===== src/logic/route_pkg.sv =====
// routing direction codes shared by decoders, arbiters and output muxes
package route_pkg;

	// as a request it says where a packet wants to go
	// as a mux select it names the input that feeds an output
	typedef enum logic [1:0] {
		DIR_VOID  = 2'b00,
		DIR_LEFT  = 2'b01,
		DIR_RIGHT = 2'b10,
		DIR_UP    = 2'b11
	} dir_t;

endpackage


===== src/logic/tree_pkg.sv =====
// network sizes, leaf address type and packet format
package tree_pkg;

	// eight processing elements, one per leaf
	localparam int NUM_LEAVES = 8;

	// leaf address width
	localparam int ADDR_W = $clog2(NUM_LEAVES);

	// one switch level per address bit
	localparam int NUM_LEVELS = ADDR_W;

	localparam int PAYLOAD_W = 8;

	typedef logic [ADDR_W-1:0] leaf_addr_t;

	// all zeros means no packet on the link
	typedef struct packed {
		logic valid;
		leaf_addr_t dest;
		logic [PAYLOAD_W-1:0] payload;
	} packet_t;

endpackage


===== src/logic/direction_decoder.sv =====
// direction decision for one packet entering a tree switch
module direction_decoder #(
	parameter int node_addr = 0,
	parameter int level = 0
) (
	input tree_pkg::packet_t pkt_i,
	output route_pkg::dir_t dir_o
);

	localparam int top_bit = tree_pkg::ADDR_W - 1;

	logic subtree_hit;
	logic branch_bit;

	if (level == 0) begin : g_root
		// every leaf lives below the root
		assign subtree_hit = 1'b1;
	end else begin : g_inner
		// upper address bits name the subtree of this node
		assign subtree_hit = pkt_i.dest[top_bit -: level] == level'(node_addr);
	end

	// first bit below the node prefix picks the child
	assign branch_bit = pkt_i.dest[top_bit - level];

	always_comb begin
		if (!pkt_i.valid)
			dir_o = route_pkg::DIR_VOID;
		else if (!subtree_hit)
			dir_o = route_pkg::DIR_UP;
		else if (branch_bit)
			dir_o = route_pkg::DIR_RIGHT;
		else
			dir_o = route_pkg::DIR_LEFT;
	end

endmodule


===== src/logic/leaf_port.sv =====
// eject, inject and bounce logic between one element and its leaf link
module leaf_port #(
	parameter int leaf_addr = 0
) (
	input logic clk,
	input logic reset,
	input tree_pkg::packet_t link_i,
	output tree_pkg::packet_t link_o,
	input tree_pkg::packet_t inject_i,
	output tree_pkg::packet_t deliver_o,
	output logic resend_o
);

	logic for_me;

	assign for_me = link_i.valid && (link_i.dest == tree_pkg::leaf_addr_t'(leaf_addr));

	// a misrouted packet owns the uplink this cycle
	assign resend_o = link_i.valid && !for_me;

	always_ff @(posedge clk) begin
		if (reset) begin
			link_o <= '0;
			deliver_o <= '0;
		end else begin
			if (for_me)
				deliver_o <= link_i;
			else
				deliver_o <= '0;
			// bounce back into the tree, element holds its packet meanwhile
			if (resend_o)
				link_o <= link_i;
			else
				link_o <= inject_i;
		end
	end

endmodule


===== src/logic/tree_arbiter.sv =====
// output port assignment for a three-port deflection switch
module tree_arbiter #(
	parameter int level = 0
) (
	input route_pkg::dir_t dir_l_i,
	input route_pkg::dir_t dir_r_i,
	input route_pkg::dir_t dir_u_i,
	output route_pkg::dir_t sel_l_o,
	output route_pkg::dir_t sel_r_o,
	output route_pkg::dir_t sel_u_o
);

	if (level == 0) begin : g_root
		// root has only the two children, nothing ever asks for up
		always_comb begin
			sel_l_o = route_pkg::DIR_VOID;
			sel_r_o = route_pkg::DIR_VOID;
			sel_u_o = route_pkg::DIR_VOID;
			if (dir_l_i == route_pkg::DIR_LEFT)
				sel_l_o = route_pkg::DIR_LEFT;
			if (dir_r_i == route_pkg::DIR_RIGHT)
				sel_r_o = route_pkg::DIR_RIGHT;
			// crossing packet takes the other side or stays put
			if (dir_r_i == route_pkg::DIR_LEFT) begin
				if (sel_l_o == route_pkg::DIR_VOID)
					sel_l_o = route_pkg::DIR_RIGHT;
				else
					sel_r_o = route_pkg::DIR_RIGHT;
			end
			if (dir_l_i == route_pkg::DIR_RIGHT) begin
				if (sel_r_o == route_pkg::DIR_VOID)
					sel_r_o = route_pkg::DIR_LEFT;
				else
					sel_l_o = route_pkg::DIR_LEFT;
			end
		end
	end else begin : g_inner
		// an output is still free while its select is void
		always_comb begin
			sel_l_o = route_pkg::DIR_VOID;
			sel_r_o = route_pkg::DIR_VOID;
			sel_u_o = route_pkg::DIR_VOID;

			// turnbacks always win their own link
			if (dir_l_i == route_pkg::DIR_LEFT)
				sel_l_o = route_pkg::DIR_LEFT;
			if (dir_r_i == route_pkg::DIR_RIGHT)
				sel_r_o = route_pkg::DIR_RIGHT;
			if (dir_u_i == route_pkg::DIR_UP)
				sel_u_o = route_pkg::DIR_UP;

			// downlink from the parent, bounced back up when blocked
			if (dir_u_i == route_pkg::DIR_LEFT) begin
				if (sel_l_o == route_pkg::DIR_VOID)
					sel_l_o = route_pkg::DIR_UP;
				else
					sel_u_o = route_pkg::DIR_UP;
			end
			if (dir_u_i == route_pkg::DIR_RIGHT) begin
				if (sel_r_o == route_pkg::DIR_VOID)
					sel_r_o = route_pkg::DIR_UP;
				else
					sel_u_o = route_pkg::DIR_UP;
			end

			// side links, left child served first
			if (dir_l_i == route_pkg::DIR_RIGHT) begin
				if (sel_r_o == route_pkg::DIR_VOID)
					sel_r_o = route_pkg::DIR_LEFT;
				else if (sel_l_o == route_pkg::DIR_VOID)
					sel_l_o = route_pkg::DIR_LEFT;
				else
					sel_u_o = route_pkg::DIR_LEFT;
			end
			if (dir_r_i == route_pkg::DIR_LEFT) begin
				if (sel_l_o == route_pkg::DIR_VOID)
					sel_l_o = route_pkg::DIR_RIGHT;
				else if (sel_r_o == route_pkg::DIR_VOID)
					sel_r_o = route_pkg::DIR_RIGHT;
				else
					sel_u_o = route_pkg::DIR_RIGHT;
			end

			// uplinks last, deflected back toward where they came from
			if (dir_l_i == route_pkg::DIR_UP) begin
				if (sel_u_o == route_pkg::DIR_VOID)
					sel_u_o = route_pkg::DIR_LEFT;
				else if (sel_l_o == route_pkg::DIR_VOID)
					sel_l_o = route_pkg::DIR_LEFT;
				else
					sel_r_o = route_pkg::DIR_LEFT;
			end
			if (dir_r_i == route_pkg::DIR_UP) begin
				if (sel_u_o == route_pkg::DIR_VOID)
					sel_u_o = route_pkg::DIR_RIGHT;
				else if (sel_r_o == route_pkg::DIR_VOID)
					sel_r_o = route_pkg::DIR_RIGHT;
				else
					sel_l_o = route_pkg::DIR_RIGHT;
			end
		end
	end

endmodule


===== src/logic/tree_network.sv =====
// top level binary tree of deflection switches with one leaf port per element
module tree_network (
	input logic clk,
	input logic reset,
	input tree_pkg::packet_t inject_i [tree_pkg::NUM_LEAVES],
	output tree_pkg::packet_t deliver_o [tree_pkg::NUM_LEAVES],
	output logic [tree_pkg::NUM_LEAVES-1:0] resend_o
);

	// heap numbering, node n has children 2n+1 and 2n+2
	// switches take 0 .. NUM_LEAVES-2, leaf ports follow
	localparam int num_nodes = 2 * tree_pkg::NUM_LEAVES - 1;

	// links indexed by their lower end
	// down_w runs parent to child, up_w child to parent
	tree_pkg::packet_t down_w [num_nodes];
	tree_pkg::packet_t up_w [num_nodes];

	// root has no parent
	assign down_w[0] = '0;

	for (genvar k = 0; k < tree_pkg::NUM_LEVELS; k++) begin : g_level
		for (genvar j = 0; j < (1 << k); j++) begin : g_node
			localparam int n = (1 << k) - 1 + j;

			tree_switch #(
				.node_addr(j),
				.level(k)
			) u_switch (
				.clk(clk),
				.reset(reset),
				.l_i(up_w[2*n+1]),
				.r_i(up_w[2*n+2]),
				.u_i(down_w[n]),
				.l_o(down_w[2*n+1]),
				.r_o(down_w[2*n+2]),
				.u_o(up_w[n])
			);
		end
	end

	// leaf m hangs below switch node (NUM_LEAVES-2+m)/2
	for (genvar m = 0; m < tree_pkg::NUM_LEAVES; m++) begin : g_leaf
		localparam int n = tree_pkg::NUM_LEAVES - 1 + m;

		leaf_port #(
			.leaf_addr(m)
		) u_leaf (
			.clk(clk),
			.reset(reset),
			.link_i(down_w[n]),
			.link_o(up_w[n]),
			.inject_i(inject_i[m]),
			.deliver_o(deliver_o[m]),
			.resend_o(resend_o[m])
		);
	end

endmodule


===== src/logic/tree_switch.sv =====
// registered three-port tree switch with decoders, arbiter and output muxes
module tree_switch #(
	parameter int node_addr = 0,
	parameter int level = 0
) (
	input logic clk,
	input logic reset,
	input tree_pkg::packet_t l_i,
	input tree_pkg::packet_t r_i,
	input tree_pkg::packet_t u_i,
	output tree_pkg::packet_t l_o,
	output tree_pkg::packet_t r_o,
	output tree_pkg::packet_t u_o
);

	route_pkg::dir_t dir_l;
	route_pkg::dir_t dir_r;
	route_pkg::dir_t dir_u;
	route_pkg::dir_t sel_l;
	route_pkg::dir_t sel_r;
	route_pkg::dir_t sel_u;

	// output mux, an unselected output carries no packet
	function automatic tree_pkg::packet_t pick(
		input route_pkg::dir_t sel,
		input tree_pkg::packet_t from_l,
		input tree_pkg::packet_t from_r,
		input tree_pkg::packet_t from_u
	);
		case (sel)
			route_pkg::DIR_LEFT: return from_l;
			route_pkg::DIR_RIGHT: return from_r;
			route_pkg::DIR_UP: return from_u;
			default: return '0;
		endcase
	endfunction

	direction_decoder #(.node_addr(node_addr), .level(level)) u_dec_l (
		.pkt_i(l_i),
		.dir_o(dir_l)
	);

	direction_decoder #(.node_addr(node_addr), .level(level)) u_dec_r (
		.pkt_i(r_i),
		.dir_o(dir_r)
	);

	direction_decoder #(.node_addr(node_addr), .level(level)) u_dec_u (
		.pkt_i(u_i),
		.dir_o(dir_u)
	);

	tree_arbiter #(.level(level)) u_arb (
		.dir_l_i(dir_l),
		.dir_r_i(dir_r),
		.dir_u_i(dir_u),
		.sel_l_o(sel_l),
		.sel_r_o(sel_r),
		.sel_u_o(sel_u)
	);

	// one cycle through the switch
	always_ff @(posedge clk) begin
		if (reset) begin
			l_o <= '0;
			r_o <= '0;
			u_o <= '0;
		end else begin
			l_o <= pick(sel_l, l_i, r_i, u_i);
			r_o <= pick(sel_r, l_i, r_i, u_i);
			u_o <= pick(sel_u, l_i, r_i, u_i);
		end
	end

endmodule


===== config.mk =====
export PLATFORM = sky130hd
export DESIGN_NAME = tree_network
export DESIGN_NICKNAME = d
export VERILOG_FILES = /design/src/logic/route_pkg.sv /design/src/logic/tree_pkg.sv /design/src/logic/direction_decoder.sv /design/src/logic/leaf_port.sv /design/src/logic/tree_arbiter.sv /design/src/logic/tree_network.sv /design/src/logic/tree_switch.sv
export SDC_FILE = /design/constraint.sdc
export NUM_CORES = 1
export LEC_CHECK = 0
export BUFFER_PORTS_ARGS = -buffer_cell sky130_fd_sc_hd__buf_2
export CAP_MARGIN = 0
export CORE_UTILIZATION = 23
export CTS_CLUSTER_DIAMETER = 30
export CTS_CLUSTER_SIZE = 10
export DETAILED_ROUTE_END_ITERATION = 12
export GPL_ROUTABILITY_DRIVEN = 0
export HOLD_SLACK_MARGIN = 0.08
export PLACE_DENSITY = 0.5
export SYNTH_ARGS = -nofsm -noshare
export SYNTH_HDL_FRONTEND = slang
export SYNTH_HIERARCHICAL = 1
export SYNTH_SLANG_ARGS = --single-unit

===== constraint.sdc =====
create_clock -name clk -period 2.1 [get_ports clk]
set_clock_uncertainty 0.05 [all_clocks]
set_input_delay 0.21 -clock clk [delete_from_list [all_inputs] [get_ports clk]]
set_output_delay 0.21 -clock clk [all_outputs]
set_load 0.01 [all_outputs]

==> results.toml <==
[outcome]
status = "finished, violations left"
failed_checks = "negative setup slack"

[power_and_ir_drop]
vdd.ir_drop.worst_mv = 0.627
pwr_density_cell_nw_per_um2 = 924
clkPwrFrac_pct = 58.5
p_leak_nw = 11.3
power_frac_comb_pct = 10.8
internal-power_mw = 21.5
power_switching_mw = 7.22
power_mw = 28.7
p_sw_share_pct = 25.2
p_seq_share_pct = 30.7

[cells_and_area]
final_util_pct = 36.9
stdcell_count = 3757
area_delta_synth_final_pct = 58.1
final.fill_count = 8299
fin_area_sq_um = 31000
drive_gt1_share_pct = 43.4
insertedDiodeCount = 0
nets = 2634

[floorplanning]
dieArea_sq_um = 86500
start_util_pct = 23.3
io_pins = 202
coreArea_sq_um = 84100
fp-row-count = 106
die_x_microns = 294
die_h_microns = 294

[routing]
drt-total-wl_microns = 66600
vias = 17372
drc_errors = 0
dr.pass1.iters = 5
ant_nets = 0
drtIter0Drc = 947
wl_per_cell_microns = 17.7
via_per_inst = 4.62

[setup_path]
crit_arrival_ns = 2.74
slowest_stage = "a311o_2"
critPathRequiredTime_ns = 2.56
cp_max_fo = 7
slowest_delay_ns = 0.44
worstSetupEndpointType = "flip-flop"
cp-start-kind = "flip-flop"
critical_path_class = "reg -> reg"
path_cells = "nor2b_4 > buf_6 > a21boi_4 > nor2b_4 > a311o_1 > a311o_2 > buf_6 > mux2i_1 > o22ai_1"

[global_routing]
grt_pass1_wl_microns = 98800
grt_util_all_layers_pct = 14.4
grt-ovfl-total = 0
grt_pass1_vias = 18090
antenna_found_initial = 1
grt_max_degree = 98

[clock_network]
htree_levels = 3
clock_path_buffers = 3
cts_made_buffers = 102
cts_tree = "built"
clk_latency_ns = 0.67
numClockSinks = 432
root_buffer = "clkbuf_16"
cts.clk_slew.worst_paths_ns = 0.05

[yosys]
synthCells = 1939
yosys_warnings = 6
syn_avg_cell_area_sq_um = 10.1
synth_area_sq_um = 19600

[timing]
min_period_ns = 2.28
finalHoldViolations = 0
timing.slew.headroom_pct = 47.9
rsz0062_at_grt = "true"
fin_crit_sh_pct = 108
max_freq_mhz = 439
drv_slew = 0
setup_viol = 91
worstMarginPinSlew_ns = 0.782
fin_ws_ns = -0.175

[placed_design]
place_ws_ns = -0.262
place_hpwl_microns = 45100
portBuffers = 201
dp_cells = 3377
placed_area_sq_um = 23100

[hold_path]
min_path_type = "in -> reg"

[flow_run]
max_cap_violations = 0
[power groups by stage]
stage	Clock (mW)	Sequential (mW)	Combinational, mW
final	16.8	8.81	3.09
after global routing	17.5	8.82	3.27
after CTS	17.0	8.79	2.74
after global placement	0	8.92	2.18
after detailed placement	0	8.91	2.22
after floorplan	0	8.81	1.48
[cells in the final DEF, fill, tap and decap left out, types with 19 or more instances in the layout]
master and instances:
clkbuf_16 112, o21ai_0 19, dfxtp_2 31, buf_4 223, a21oi_2 31, a21oi_1 116, conb_1 36, and2_1 65
o22ai_1 130, dfxtp_1 390, buf_2 200, buf_12 38, nand3_1 20, a211oi_1 22, mux2i_2 32, a21bo_2 19
buf_6 49, nand2_1 40, dlygate4sd3_1 103, inv_1 37, a21oi_4 25, a211oi_2 78, o22ai_2 23, mux2i_1 221
nand2b_1 168
[final cells by class]
class	instances	area (sq um)	area share [%]
clock buffer	112	2660	8.57
multi-input combinational	1318	11500	37.1
timing repair buffer	632	5440	17.5
clock inverter	79	1080	3.49
inverter	50	195	0.629
sequential	432	8730	28.1
tap	1134	1420	4.57
[per-layer routing]
layer | vias up | GRT usage, % | part of all wire (%) | wire [microns]
li1 | 8253 | - | - | -
met1 | 8458 | 15.7 | 40 | 26500
met2 | 490 | 26.7 | 53 | 35200
met3 | 169 | 2.44 | 3.9 | 2600
met4 | 2 | 6.95 | 3.5 | 2320
met5 | - | 0 | 0.020 | 13
[worst max-delay path, delay by kind of cell, from the launching register on]
kind	cells	cell delay, ns
simple gates	2	0.34
mux	1	0.16
buf+inv	2	0.29
compound gates	4	1.00
flops	1	0.32
[through the flow]
stage	TNS, ns	hold slack (ns)
floorplan	0	0.229
global placement	-8.79	0.372
detailed placement	-17.00	0.372
CTS	-5.17	0.0821
global route	-16.84	0.139
finish	-5.89	0.119
[what timing repair did]
action / in CTS / in global routing
setup buffers: 33 / 38
setup endpoints to repair: 205 / 216
cloned: 15 / 11
endpoints found under the hold margin: 96 / 0
resized for setup: 239 / 269
hold buffers: 103 / 0
pin swaps: 84 / 96
[registers in the layout, summed over array words and instances, names as in the netlist]
register	flops
g_level.g_node.u_switch/l_o	84
g_level.g_node.u_switch/u_o	72
g_leaf.u_leaf/deliver_o	96
g_leaf.u_leaf/link_o	96
g_level.g_node.u_switch/r_o	84
[worst paths after layout]
check                                   startpoint                                     to  slack, ns  depth (start not counted)
max          g_level[1].g_node[1].u_switch/l_o[10]   g_level[2].g_node[2].u_switch/r_o[7]      -0.18                          9
min                                          reset  g_level[0].g_node[0].u_switch/l_o[11]       0.12                          2
max reg2reg  g_level[1].g_node[1].u_switch/l_o[10]   g_level[2].g_node[2].u_switch/r_o[7]      -0.18                          9
min reg2reg   g_level[2].g_node[0].u_switch/l_o[0]          g_leaf[0].u_leaf/deliver_o[0]       0.40                          1
No activity file was read; power rests on OpenSTA's default activity.
